`config.mk`:
```
export PLATFORM = sky130hd
export DESIGN_NAME = frogger_top
export DESIGN_NICKNAME = d
export VERILOG_FILES = /design/src/verilog/vga_timing_pkg.sv /design/src/verilog/game_pkg.sv /design/src/verilog/vga_timing.sv /design/src/verilog/player_ctrl.sv /design/src/verilog/traffic_lanes.sv /design/src/verilog/pixel_render.sv /design/src/verilog/frogger_top.sv
export SDC_FILE = /design/constraint.sdc
export NUM_CORES = 1
export LEC_CHECK = 0
export BUFFER_PORTS_ARGS = -buffer_cell sky130_fd_sc_hd__buf_2
export CORE_ASPECT_RATIO = 1.75
export CORE_MARGIN = 5
export CORE_UTILIZATION = 65
export DETAILED_ROUTE_END_ITERATION = 10
export PLACE_DENSITY = 0.82
export SKIP_LAST_GASP = 1
export SYNTH_ARGS = -nofsm -noshare
export SYNTH_HDL_FRONTEND = slang
export SYNTH_SLANG_ARGS = --single-unit
```
`constraint.sdc`:
```
create_clock -name CLK -period 9.3 [get_ports CLK]
set_input_delay 1.395 -clock CLK [delete_from_list [all_inputs] [get_ports CLK]]
set_output_delay 1.395 -clock CLK [all_outputs]
set_load 0.005 [all_outputs]
```
`src/verilog/vga_timing_pkg.sv`:
```
package vga_timing_pkg;

    // 640x480 at 60 Hz, counts in pixel clocks and lines
    localparam int H_DISPLAY_DEF = 640;
    localparam int H_FRONT_DEF   = 16;
    localparam int H_SYNC_DEF    = 96;
    localparam int H_BACK_DEF    = 48;

    localparam int V_DISPLAY_DEF = 480;
    localparam int V_FRONT_DEF   = 10;
    localparam int V_SYNC_DEF    = 2;
    localparam int V_BACK_DEF    = 33;

    // Pixel counters cover the full 800x525 period
    localparam int COORD_W = 10;

    // Cell indices, wide enough for the porches at small cell sizes
    localparam int CELL_W = 6;

endpackage

```
`src/verilog/game_pkg.sv`:
```
package game_pkg;

    typedef enum logic [1:0] {
        BLACK,
        WHITE,
        GREEN,
        RED
    } pixel_color_e;

    typedef enum logic [2:0] {
        NONE,
        UP,
        DOWN,
        LEFT,
        RIGHT
    } move_dir_e;

    // {r, g, b}, 3 bits per channel
    function automatic logic [8:0] rgb_of(pixel_color_e c);
        case (c)
            WHITE:   return 9'b111_111_111;
            GREEN:   return 9'b000_111_000;
            RED:     return 9'b111_000_000;
            default: return 9'b000_000_000;
        endcase
    endfunction

    // True when col lies within the car starting at car, counted with wrap
    function automatic logic car_hit(logic [vga_timing_pkg::CELL_W-1:0] col,
                                     logic [vga_timing_pkg::CELL_W-1:0] car,
                                     int cols, int cells);
        int off;
        off = (col >= car) ? int'(col) - int'(car) : int'(col) + cols - int'(car);
        return off < cells;
    endfunction

    localparam int NUM_LANES         = 4;
    localparam int CELL_SIZE_DEF     = 32;
    localparam int LANE_ROW0_DEF     = 9;   // Lanes on rows 9..12 of 15
    localparam int CAR_CELLS_DEF     = 2;
    localparam int PLAYER_FRAMES_DEF = 8;
    localparam int CAR_FRAMES_DEF    = 10;
    localparam int TILE_MARGIN_DEF   = 3;

endpackage

```
`src/verilog/vga_timing.sv`:
```
`timescale 1ns/1ps

module vga_timing #(
    parameter int H_DISPLAY = vga_timing_pkg::H_DISPLAY_DEF,
    parameter int H_FRONT   = vga_timing_pkg::H_FRONT_DEF,
    parameter int H_SYNC    = vga_timing_pkg::H_SYNC_DEF,
    parameter int H_BACK    = vga_timing_pkg::H_BACK_DEF,
    parameter int V_DISPLAY = vga_timing_pkg::V_DISPLAY_DEF,
    parameter int V_FRONT   = vga_timing_pkg::V_FRONT_DEF,
    parameter int V_SYNC    = vga_timing_pkg::V_SYNC_DEF,
    parameter int V_BACK    = vga_timing_pkg::V_BACK_DEF,
    parameter int CELL_SIZE = game_pkg::CELL_SIZE_DEF
) (
    input  logic                               CLK,
    input  logic                               arst_n,
    output logic                               h_sync_raw,
    output logic                               v_sync_raw,
    output logic                               active,
    output logic                               frame_start,
    output logic [vga_timing_pkg::CELL_W-1:0]  cell_col,
    output logic [vga_timing_pkg::CELL_W-1:0]  cell_row,
    output logic [vga_timing_pkg::COORD_W-1:0] in_col,
    output logic [vga_timing_pkg::COORD_W-1:0] in_row
);
    localparam int CW       = vga_timing_pkg::COORD_W;
    localparam int H_TOTAL  = H_DISPLAY + H_FRONT + H_SYNC + H_BACK;
    localparam int V_TOTAL  = V_DISPLAY + V_FRONT + V_SYNC + V_BACK;
    localparam int HS_START = H_DISPLAY + H_FRONT;
    localparam int VS_START = V_DISPLAY + V_FRONT;

    logic [CW-1:0] h_cnt;
    logic [CW-1:0] v_cnt;
    logic          line_end;
    logic          frame_end;

    assign line_end  = h_cnt == CW'(H_TOTAL - 1);
    assign frame_end = line_end && v_cnt == CW'(V_TOTAL - 1);

    always_ff @(posedge CLK or negedge arst_n) begin
        if (!arst_n) begin
            h_cnt <= '0;
            v_cnt <= '0;
        end else if (line_end) begin
            h_cnt <= '0;
            v_cnt <= frame_end ? '0 : v_cnt + 1'b1;
        end else begin
            h_cnt <= h_cnt + 1'b1;
        end
    end

    // Cell counters step with the pixel counters, no divider needed
    always_ff @(posedge CLK or negedge arst_n) begin
        if (!arst_n) begin
            cell_col <= '0;
            in_col   <= '0;
        end else if (line_end) begin
            cell_col <= '0;
            in_col   <= '0;
        end else if (h_cnt < CW'(H_DISPLAY)) begin
            if (in_col == CW'(CELL_SIZE - 1)) begin
                in_col   <= '0;
                cell_col <= cell_col + 1'b1;
            end else begin
                in_col <= in_col + 1'b1;
            end
        end
    end

    always_ff @(posedge CLK or negedge arst_n) begin
        if (!arst_n) begin
            cell_row <= '0;
            in_row   <= '0;
        end else if (frame_end) begin
            cell_row <= '0;
            in_row   <= '0;
        end else if (line_end && v_cnt < CW'(V_DISPLAY)) begin
            if (in_row == CW'(CELL_SIZE - 1)) begin
                in_row   <= '0;
                cell_row <= cell_row + 1'b1;
            end else begin
                in_row <= in_row + 1'b1;
            end
        end
    end

    assign h_sync_raw  = !(h_cnt >= CW'(HS_START) && h_cnt < CW'(HS_START + H_SYNC));
    assign v_sync_raw  = !(v_cnt >= CW'(VS_START) && v_cnt < CW'(VS_START + V_SYNC));
    assign active      = h_cnt < CW'(H_DISPLAY) && v_cnt < CW'(V_DISPLAY);
    assign frame_start = h_cnt == '0 && v_cnt == '0;

    a_cnt_range: assert property (@(posedge CLK) disable iff (!arst_n)
        h_cnt < CW'(H_TOTAL) && v_cnt < CW'(V_TOTAL));

endmodule

```
`src/verilog/player_ctrl.sv`:
```
`timescale 1ns/1ps

module player_ctrl #(
    parameter int H_DISPLAY     = vga_timing_pkg::H_DISPLAY_DEF,
    parameter int V_DISPLAY     = vga_timing_pkg::V_DISPLAY_DEF,
    parameter int CELL_SIZE     = game_pkg::CELL_SIZE_DEF,
    parameter int LANE_ROW0     = game_pkg::LANE_ROW0_DEF,
    parameter int CAR_CELLS     = game_pkg::CAR_CELLS_DEF,
    parameter int PLAYER_FRAMES = game_pkg::PLAYER_FRAMES_DEF
) (
    input  logic                              CLK,
    input  logic                              arst_n,
    input  logic                              btn_up,
    input  logic                              btn_down,
    input  logic                              btn_left,
    input  logic                              btn_right,
    input  logic                              frame_start,
    input  logic [vga_timing_pkg::CELL_W-1:0] car_col [game_pkg::NUM_LANES],
    output logic [vga_timing_pkg::CELL_W-1:0] player_col,
    output logic [vga_timing_pkg::CELL_W-1:0] player_row
);
    localparam int CW        = vga_timing_pkg::CELL_W;
    localparam int COLS      = H_DISPLAY / CELL_SIZE;
    localparam int ROWS      = V_DISPLAY / CELL_SIZE;
    localparam int CD_W      = $clog2(PLAYER_FRAMES + 2);
    localparam int START_COL = COLS / 2;
    localparam int START_ROW = ROWS - 1;

    logic [3:0]          btn_meta;
    logic [3:0]          btn_sync;  // {up, down, left, right}
    logic [CD_W-1:0]     cooldown;
    game_pkg::move_dir_e dir;
    logic                in_bounds;
    logic                hit;
    logic                do_move;

    always_ff @(posedge CLK or negedge arst_n) begin
        if (!arst_n) begin
            btn_meta <= '0;
            btn_sync <= '0;
        end else begin
            btn_meta <= {btn_up, btn_down, btn_left, btn_right};
            btn_sync <= btn_meta;
        end
    end

    // Fixed priority, the losing buttons are ignored
    always_comb begin
        dir = game_pkg::NONE;
        if (btn_sync[3])      dir = game_pkg::UP;
        else if (btn_sync[2]) dir = game_pkg::DOWN;
        else if (btn_sync[1]) dir = game_pkg::LEFT;
        else if (btn_sync[0]) dir = game_pkg::RIGHT;
    end

    always_comb begin
        case (dir)
            game_pkg::UP:    in_bounds = player_row != '0;
            game_pkg::DOWN:  in_bounds = player_row != CW'(ROWS - 1);
            game_pkg::LEFT:  in_bounds = player_col != '0;
            game_pkg::RIGHT: in_bounds = player_col != CW'(COLS - 1);
            default:         in_bounds = 1'b0;
        endcase
    end

    always_comb begin
        hit = 1'b0;
        for (int i = 0; i < game_pkg::NUM_LANES; i++) begin
            if (player_row == CW'(LANE_ROW0 + i) &&
                game_pkg::car_hit(player_col, car_col[i], COLS, CAR_CELLS))
                hit = 1'b1;
        end
    end

    assign do_move = frame_start && cooldown == '0 && in_bounds && !hit;

    always_ff @(posedge CLK or negedge arst_n) begin
        if (!arst_n) begin
            player_col <= CW'(START_COL);
            player_row <= CW'(START_ROW);
            cooldown   <= '0;
        end else begin
            if (hit) begin  // Back to start, wins over a move
                player_col <= CW'(START_COL);
                player_row <= CW'(START_ROW);
            end else if (do_move) begin
                case (dir)
                    game_pkg::UP:    player_row <= player_row - 1'b1;
                    game_pkg::DOWN:  player_row <= player_row + 1'b1;
                    game_pkg::LEFT:  player_col <= player_col - 1'b1;
                    game_pkg::RIGHT: player_col <= player_col + 1'b1;
                    default:         ;
                endcase
            end
            if (do_move)
                cooldown <= CD_W'(PLAYER_FRAMES);
            else if (frame_start && cooldown != '0)
                cooldown <= cooldown - 1'b1;
        end
    end

    a_in_grid: assert property (@(posedge CLK) disable iff (!arst_n)
        player_col < CW'(COLS) && player_row < CW'(ROWS));

    a_move_at_frame: assert property (@(posedge CLK) disable iff (!arst_n)
        (!frame_start && !hit) |=> $stable({player_col, player_row}));

endmodule

```
`src/verilog/traffic_lanes.sv`:
```
`timescale 1ns/1ps

module traffic_lanes #(
    parameter int H_DISPLAY  = vga_timing_pkg::H_DISPLAY_DEF,
    parameter int CELL_SIZE  = game_pkg::CELL_SIZE_DEF,
    parameter int CAR_FRAMES = game_pkg::CAR_FRAMES_DEF
) (
    input  logic                              CLK,
    input  logic                              arst_n,
    input  logic                              frame_start,
    output logic [vga_timing_pkg::CELL_W-1:0] car_col [game_pkg::NUM_LANES]
);
    localparam int CW    = vga_timing_pkg::CELL_W;
    localparam int COLS  = H_DISPLAY / CELL_SIZE;
    localparam int CNT_W = $clog2(CAR_FRAMES + game_pkg::NUM_LANES + 1);

    for (genvar i = 0; i < game_pkg::NUM_LANES; i++) begin : g_lane
        // Lane i moves once every CAR_FRAMES + i frames
        localparam int PERIOD = CAR_FRAMES + i;

        logic [CNT_W-1:0] frame_cnt;

        always_ff @(posedge CLK or negedge arst_n) begin
            if (!arst_n) begin
                frame_cnt  <= '0;
                car_col[i] <= '0;
            end else if (frame_start) begin
                if (frame_cnt == CNT_W'(PERIOD - 1)) begin
                    frame_cnt  <= '0;
                    car_col[i] <= (car_col[i] == CW'(COLS - 1)) ? '0 : car_col[i] + 1'b1;
                end else begin
                    frame_cnt <= frame_cnt + 1'b1;
                end
            end
        end

        a_col_range: assert property (@(posedge CLK) disable iff (!arst_n)
            car_col[i] < CW'(COLS));
    end

endmodule

```
`src/verilog/pixel_render.sv`:
```
`timescale 1ns/1ps

module pixel_render #(
    parameter int H_DISPLAY   = vga_timing_pkg::H_DISPLAY_DEF,
    parameter int CELL_SIZE   = game_pkg::CELL_SIZE_DEF,
    parameter int LANE_ROW0   = game_pkg::LANE_ROW0_DEF,
    parameter int CAR_CELLS   = game_pkg::CAR_CELLS_DEF,
    parameter int TILE_MARGIN = game_pkg::TILE_MARGIN_DEF
) (
    input  logic                               CLK,
    input  logic                               arst_n,
    input  logic                               h_sync_raw,
    input  logic                               v_sync_raw,
    input  logic                               active,
    input  logic [vga_timing_pkg::CELL_W-1:0]  cell_col,
    input  logic [vga_timing_pkg::CELL_W-1:0]  cell_row,
    input  logic [vga_timing_pkg::COORD_W-1:0] in_col,
    input  logic [vga_timing_pkg::COORD_W-1:0] in_row,
    input  logic [vga_timing_pkg::CELL_W-1:0]  player_col,
    input  logic [vga_timing_pkg::CELL_W-1:0]  player_row,
    input  logic [vga_timing_pkg::CELL_W-1:0]  car_col [game_pkg::NUM_LANES],
    output logic [2:0]                         vga_r,
    output logic [2:0]                         vga_g,
    output logic [2:0]                         vga_b,
    output logic                               vga_hs,
    output logic                               vga_vs
);
    localparam int CW   = vga_timing_pkg::CELL_W;
    localparam int PW   = vga_timing_pkg::COORD_W;
    localparam int COLS = H_DISPLAY / CELL_SIZE;

    game_pkg::pixel_color_e color;
    logic                   on_car;
    logic                   on_lane;
    logic                   on_tile;
    logic [8:0]             rgb;
    logic                   active_q;

    always_comb begin
        on_car = 1'b0;
        for (int i = 0; i < game_pkg::NUM_LANES; i++) begin
            if (cell_row == CW'(LANE_ROW0 + i) &&
                game_pkg::car_hit(cell_col, car_col[i], COLS, CAR_CELLS))
                on_car = 1'b1;
        end
    end

    assign on_lane = cell_row >= CW'(LANE_ROW0) &&
                     cell_row < CW'(LANE_ROW0 + game_pkg::NUM_LANES);
    assign on_tile = in_col >= PW'(TILE_MARGIN) && in_col < PW'(CELL_SIZE - TILE_MARGIN) &&
                     in_row >= PW'(TILE_MARGIN) && in_row < PW'(CELL_SIZE - TILE_MARGIN);

    // Player over cars over road tiles over black
    always_comb begin
        if (!active)
            color = game_pkg::BLACK;
        else if (cell_col == player_col && cell_row == player_row)
            color = game_pkg::GREEN;
        else if (on_car)
            color = game_pkg::RED;
        else if (on_lane && on_tile)
            color = game_pkg::WHITE;
        else
            color = game_pkg::BLACK;
    end

    assign rgb = game_pkg::rgb_of(color);

    always_ff @(posedge CLK or negedge arst_n) begin
        if (!arst_n) begin
            {vga_r, vga_g, vga_b} <= '0;
            vga_hs   <= 1'b1;   // Syncs idle high
            vga_vs   <= 1'b1;
            active_q <= 1'b0;
        end else begin
            {vga_r, vga_g, vga_b} <= rgb;
            vga_hs   <= h_sync_raw;
            vga_vs   <= v_sync_raw;
            active_q <= active;
        end
    end

    a_blank: assert property (@(posedge CLK) !active_q |-> {vga_r, vga_g, vga_b} == '0);

endmodule

```
`src/verilog/frogger_top.sv`:
```
`timescale 1ns/1ps

module frogger_top #(
    parameter int H_DISPLAY     = vga_timing_pkg::H_DISPLAY_DEF,
    parameter int H_FRONT       = vga_timing_pkg::H_FRONT_DEF,
    parameter int H_SYNC        = vga_timing_pkg::H_SYNC_DEF,
    parameter int H_BACK        = vga_timing_pkg::H_BACK_DEF,
    parameter int V_DISPLAY     = vga_timing_pkg::V_DISPLAY_DEF,
    parameter int V_FRONT       = vga_timing_pkg::V_FRONT_DEF,
    parameter int V_SYNC        = vga_timing_pkg::V_SYNC_DEF,
    parameter int V_BACK        = vga_timing_pkg::V_BACK_DEF,
    parameter int CELL_SIZE     = game_pkg::CELL_SIZE_DEF,
    parameter int LANE_ROW0     = game_pkg::LANE_ROW0_DEF,
    parameter int CAR_CELLS     = game_pkg::CAR_CELLS_DEF,
    parameter int PLAYER_FRAMES = game_pkg::PLAYER_FRAMES_DEF,
    parameter int CAR_FRAMES    = game_pkg::CAR_FRAMES_DEF,
    parameter int TILE_MARGIN   = game_pkg::TILE_MARGIN_DEF
) (
    input  logic       CLK,
    input  logic       arst_n,
    input  logic       btn_up,
    input  logic       btn_down,
    input  logic       btn_left,
    input  logic       btn_right,
    output logic [2:0] vga_r,
    output logic [2:0] vga_g,
    output logic [2:0] vga_b,
    output logic       vga_hs,
    output logic       vga_vs
);
    localparam int CW = vga_timing_pkg::CELL_W;
    localparam int PW = vga_timing_pkg::COORD_W;

    logic          h_sync_raw, v_sync_raw, active, frame_start;
    logic [CW-1:0] cell_col, cell_row;
    logic [PW-1:0] in_col, in_row;
    logic [CW-1:0] player_col, player_row;
    logic [CW-1:0] car_col [game_pkg::NUM_LANES];

    vga_timing #(
        .H_DISPLAY(H_DISPLAY), .H_FRONT(H_FRONT), .H_SYNC(H_SYNC), .H_BACK(H_BACK),
        .V_DISPLAY(V_DISPLAY), .V_FRONT(V_FRONT), .V_SYNC(V_SYNC), .V_BACK(V_BACK),
        .CELL_SIZE(CELL_SIZE)
    ) u_timing (.*);

    player_ctrl #(
        .H_DISPLAY(H_DISPLAY), .V_DISPLAY(V_DISPLAY), .CELL_SIZE(CELL_SIZE),
        .LANE_ROW0(LANE_ROW0), .CAR_CELLS(CAR_CELLS), .PLAYER_FRAMES(PLAYER_FRAMES)
    ) u_player (.*);

    traffic_lanes #(
        .H_DISPLAY(H_DISPLAY), .CELL_SIZE(CELL_SIZE), .CAR_FRAMES(CAR_FRAMES)
    ) u_lanes (.*);

    pixel_render #(
        .H_DISPLAY(H_DISPLAY), .CELL_SIZE(CELL_SIZE), .LANE_ROW0(LANE_ROW0),
        .CAR_CELLS(CAR_CELLS), .TILE_MARGIN(TILE_MARGIN)
    ) u_render (.*);

endmodule

```
==> flow_summary.yaml <==
outcome:
  outcome: "completed"
cells_and_area:
  design_area_mm2: 0.01162
  drive_gt1_share_pct: 7.590
  final_nets: 1406
  area_growth_syn_to_layout_pct: 7.589
  antenna_cells: 0
yosys:
  synth_compound_area_share_pct: 18.55
  yosysUniqueCellTypes: 87
  synth_fa_ha_area_share_pct: 16.34
  ys.flop_type: "dfrtp_1"
  synthMuxAreaShare_pct: 1.958
  synth_async_sr_flop_share_pct: 100.0
  netlist_instances: 1258
  synth_top_family_by_area: "simple AND/OR/NAND/NOR gates"
  seq_area_frac_synth_pct: 28.12
  syn-cell-area_mm2: 0.01080
  avgSynthCellArea_um2: 8.584
  ys_seq_elements: 121
  synth_edf_count: 0
  yosys_warnings: 0
  yosys.area_share.simple_pct: 22.79
  synth_nets: 1399
  synth_xor_area_share_pct: 8.110
sta:
  relSlewSlack_pct: 38.91
  hold_viol_final: 0
  final.setup_skew_ns: 0.01520
  report.final.setup_viol: 0
  rsz0062_at_grt: "false"
  worst_pin_slew_ns: 0.9164
  fin_crit_ns: 4.249
  setup_slack_ns: 5.051
  fmax_mhz: 235.4
  drv_slew: 0
  tns_ns: 0
  hold-worst-slack_ns: 0.3465
  finalCritPeriodShare_pct: 45.69
global_route:
  grt_max_degree: 69
  grt_pass1_wl_um: 48080
  grt.total_usage_pct: 30.65
  grt_pass1_vias: 10020
  grt_overflow: 0
  antenna_found_initial: 0
setup_path:
  worstReg2RegStart: "u_timing.cell_col[2]"
  worstPathArrival_ns: 4.63
  cp.depth: 18
  cp_num_buf_inv: 1
  rr_worst_depth: 18
  endpoint: "u_render.vga_g[1]"
  path_delay_family: "compound AO/OA/AOI/OAI gates"
  worstSetupStartpointType: "flop"
  crit_chain: "ha_1, xnor2_1, ha_1, o21ai_0, a21oi_1, nor2_1, nor2b_1, nor2_1, ha_1, nand2_1, or4_1, a31oi_1, a31oi_1, a211oi_1, a311oi_1, a311oi_1, ha_1, inv_1"
  rrSetupSlack_ns: 5.05
  r2r-end: "u_render.vga_g[1]"
  path_common_cell: "ha_1"
  cpMaxStageDelayCell: "dfrtp_1"
  crit_fanout: 9
  startpoint: "u_timing.cell_col[2]"
  critPathKind: "reg2reg"
  required_ns: 9.68
  endpoint_kind: "flop"
  slowest_delay_ns: 0.52
clock_tree:
  path_clk_slew_ns: 0.07
  cts_tree: "done"
  clk_latency_ns: 0.43
  cts_made_buffers: 17
  cts_resized: 0
  cts_sinks: 121
  root_buffer: "clkbuf_16"
  cts.htree.levels: 4
  cts_setup_buffers: 0
  cts_buffer_depth: 2
  cts_hold_buf: 0
floorplan:
  initial_core_util_pct: 65.98
  die_h_um: 180.5
  io_pins: 17
  core.rowCount: 62
  die_w_um: 107.4
  core_area_mm2: 0.01637
  die_area_mm2: 0.01939
power:
  combinationalPowerShare_pct: 1.4
  seq_power_share_pct: 43.1
  p_sw_mw: 0.2960
  switching_share_pct: 24.10
  power.density_mw_per_mm2: 105.7
  vdd_drop_max_mv: 0.1485
  p_total_mw: 1.228
  leakage_nw: 5.100
  p_int_mw: 0.9323
  clkPwrFrac_pct: 55.5
job:
  drv_cap: 0
routing:
  antenna_left: 0
  avgViaCountPerCell: 6.521
  drcViolationCount: 0
  dr.first_iter.drc_count: 549
  finalWirelength_um: 28910
  vias: 9794
  wire_per_inst_um: 19.25
  first_pass_iters: 6
min_path:
  hold_class: "reg2reg"
place:
  hpwl_um: 20850
  placed_area_mm2: 0.01103
  portBuffers: 16
  post-place-ws_ns: 5.175
  gp_congestion: 1.027
## synthesized netlist by cell type (all sizes together) (8+ instances only)
master	instances	area [um2]
mux2	9	101.4
mux2i	11	110.1
buf	17	108.9
nand3	50	250.2
o21ai	80	400.4
a21o	19	142.6
ha	125	1564
dfrtp	114	2853
nor2b	21	131.4
a31oi	13	81.33
a21oi	84	427.9
nand3b	8	60.06
a211oi	15	135.1
and3	15	93.84
nand2b	39	244.0
nand2	89	334.1
o22ai	8	50.05
nor4	10	62.56
inv	76	285.3
nor2	125	469.2
nor3b	8	60.06
or2	13	81.33
nor3	26	167.7
xnor2	61	534.3
or3	10	67.56
nand4	20	125.1
clkbuf	14	52.55
and2	12	75.07
fa	10	200.2
xor2	39	341.6
## worst min path at each step
stage                     cells after the start                   end            startpoint
final                                         0  u_player.btn_sync[1]  u_player.btn_meta[1]
after global routing                          0  u_player.btn_sync[0]  u_player.btn_meta[0]
after CTS                                     0  u_player.btn_sync[0]  u_player.btn_meta[0]
after detailed placement                      0  u_player.btn_sync[0]  u_player.btn_meta[0]
after global placement                        0  u_player.btn_sync[1]  u_player.btn_meta[1]
after floorplan                               0  u_player.btn_sync[0]  u_player.btn_meta[0]
## sequential cells by signal (all words and copies together) (netlist names)
name	flops
u_timing.in_col	10
u_lanes.car_col	24
u_player.player_col	6
u_timing.in_row	10
u_timing.h_cnt	10
u_render.vga_g	1
u_timing.v_cnt	10
u_timing.cell_col	6
u_player.btn_sync	4
u_player.btn_meta	4
u_render.vga_b	1
u_render.vga_vs	1
u_player.cooldown	4
u_timing.cell_row	6
u_render.vga_r	1
u_lanes.g_lane.frame_cnt	16
u_render.vga_hs	1
u_player.player_row	6
## worst reg2reg max path, stage by stage, from the launching register on
cell and delay, ns:
dfrtp_1 0.52, ha_1 0.33, xnor2_1 0.37, ha_1 0.32
o21ai_0 0.14, a21oi_1 0.15, nor2_1 0.08, nor2b_1 0.12
nor2_1 0.06, ha_1 0.27, nand2_1 0.04, or4_1 0.40
a31oi_1 0.18, a31oi_1 0.11, a211oi_1 0.37, a311oi_1 0.11
a311oi_1 0.31, ha_1 0.28, inv_1 0.05
## cells in the final DEF, fill, tap and decap left out, types with 10 or more instances in the layout
cell and count:
ha_1 125, buf_2 15, nand2_1 89, inv_1 75, fa_1 10, nand3_1 50
mux2i_1 11, nand2b_1 39, and2_1 12, nor2b_1 21, a21o_1 19, a31oi_1 13
nor4_1 10, nor3_1 20, xor2_1 39, nand4_1 20, nor2_1 125, clkbuf_16 17
o21ai_0 76, xnor2_1 61, or2_2 10, a21oi_1 82, a211oi_1 12, and3_1 15
dfrtp_1 114
## stage by stage
step,cells,utilization (%)
finish,1502,70.98
global route,1502,70.98
CTS,1502,70.98
detailed placement,1470,67.38
global placement,1470,67.38
floorplan,1258,-
## final cells by class
type | count | area (um2)
fillers | 1247 | 4750
flip-flops and latches | 121 | 3037
clock buffers | 18 | 429.2
repair buffers | 19 | 105.1
inverters | 76 | 285.3
clock inverters | 14 | 161.4
well taps | 224 | 280.3
multi-input cells | 1030 | 7321
## power groups by stage
stage | sequential, mW | combinational [mW] | clock (mW)
2_1_floorplan | 0.539 | 0.00485 | 0
3_3_place_gp | 0.539 | 0.0176 | 0
3_5_place_dp | 0.539 | 0.0180 | 0
4_1_cts | 0.530 | 0.0180 | 0.682
5_1_grt | 0.529 | 0.0203 | 0.705
6_report | 0.530 | 0.0173 | 0.681
## cells by family after synthesis
logic type / Yosys count
AOI/OAI and AO/OA: 305
and+or+nand+nor: 470
DFF: 121
muxes: 20
buffers and inverters: 107
adders and majority gates: 135
xor gates and xnor gates: 100
## layer usage
layer / track usage (%) / routed length, um / part of all wire (%) / vias to the layer above
met3: 4.769 / 1484 / 5.1 / 157
li1: - / - / - / 4553
met2: 53.82 / 14720 / 51 / 370
met5: 0.7937 / 0 / 0 / -
met1: 32.04 / 10310 / 36 / 4714
met4: 23.10 / 2395 / 8.3 / 0
No activity file was read; power rests on OpenSTA's default activity.
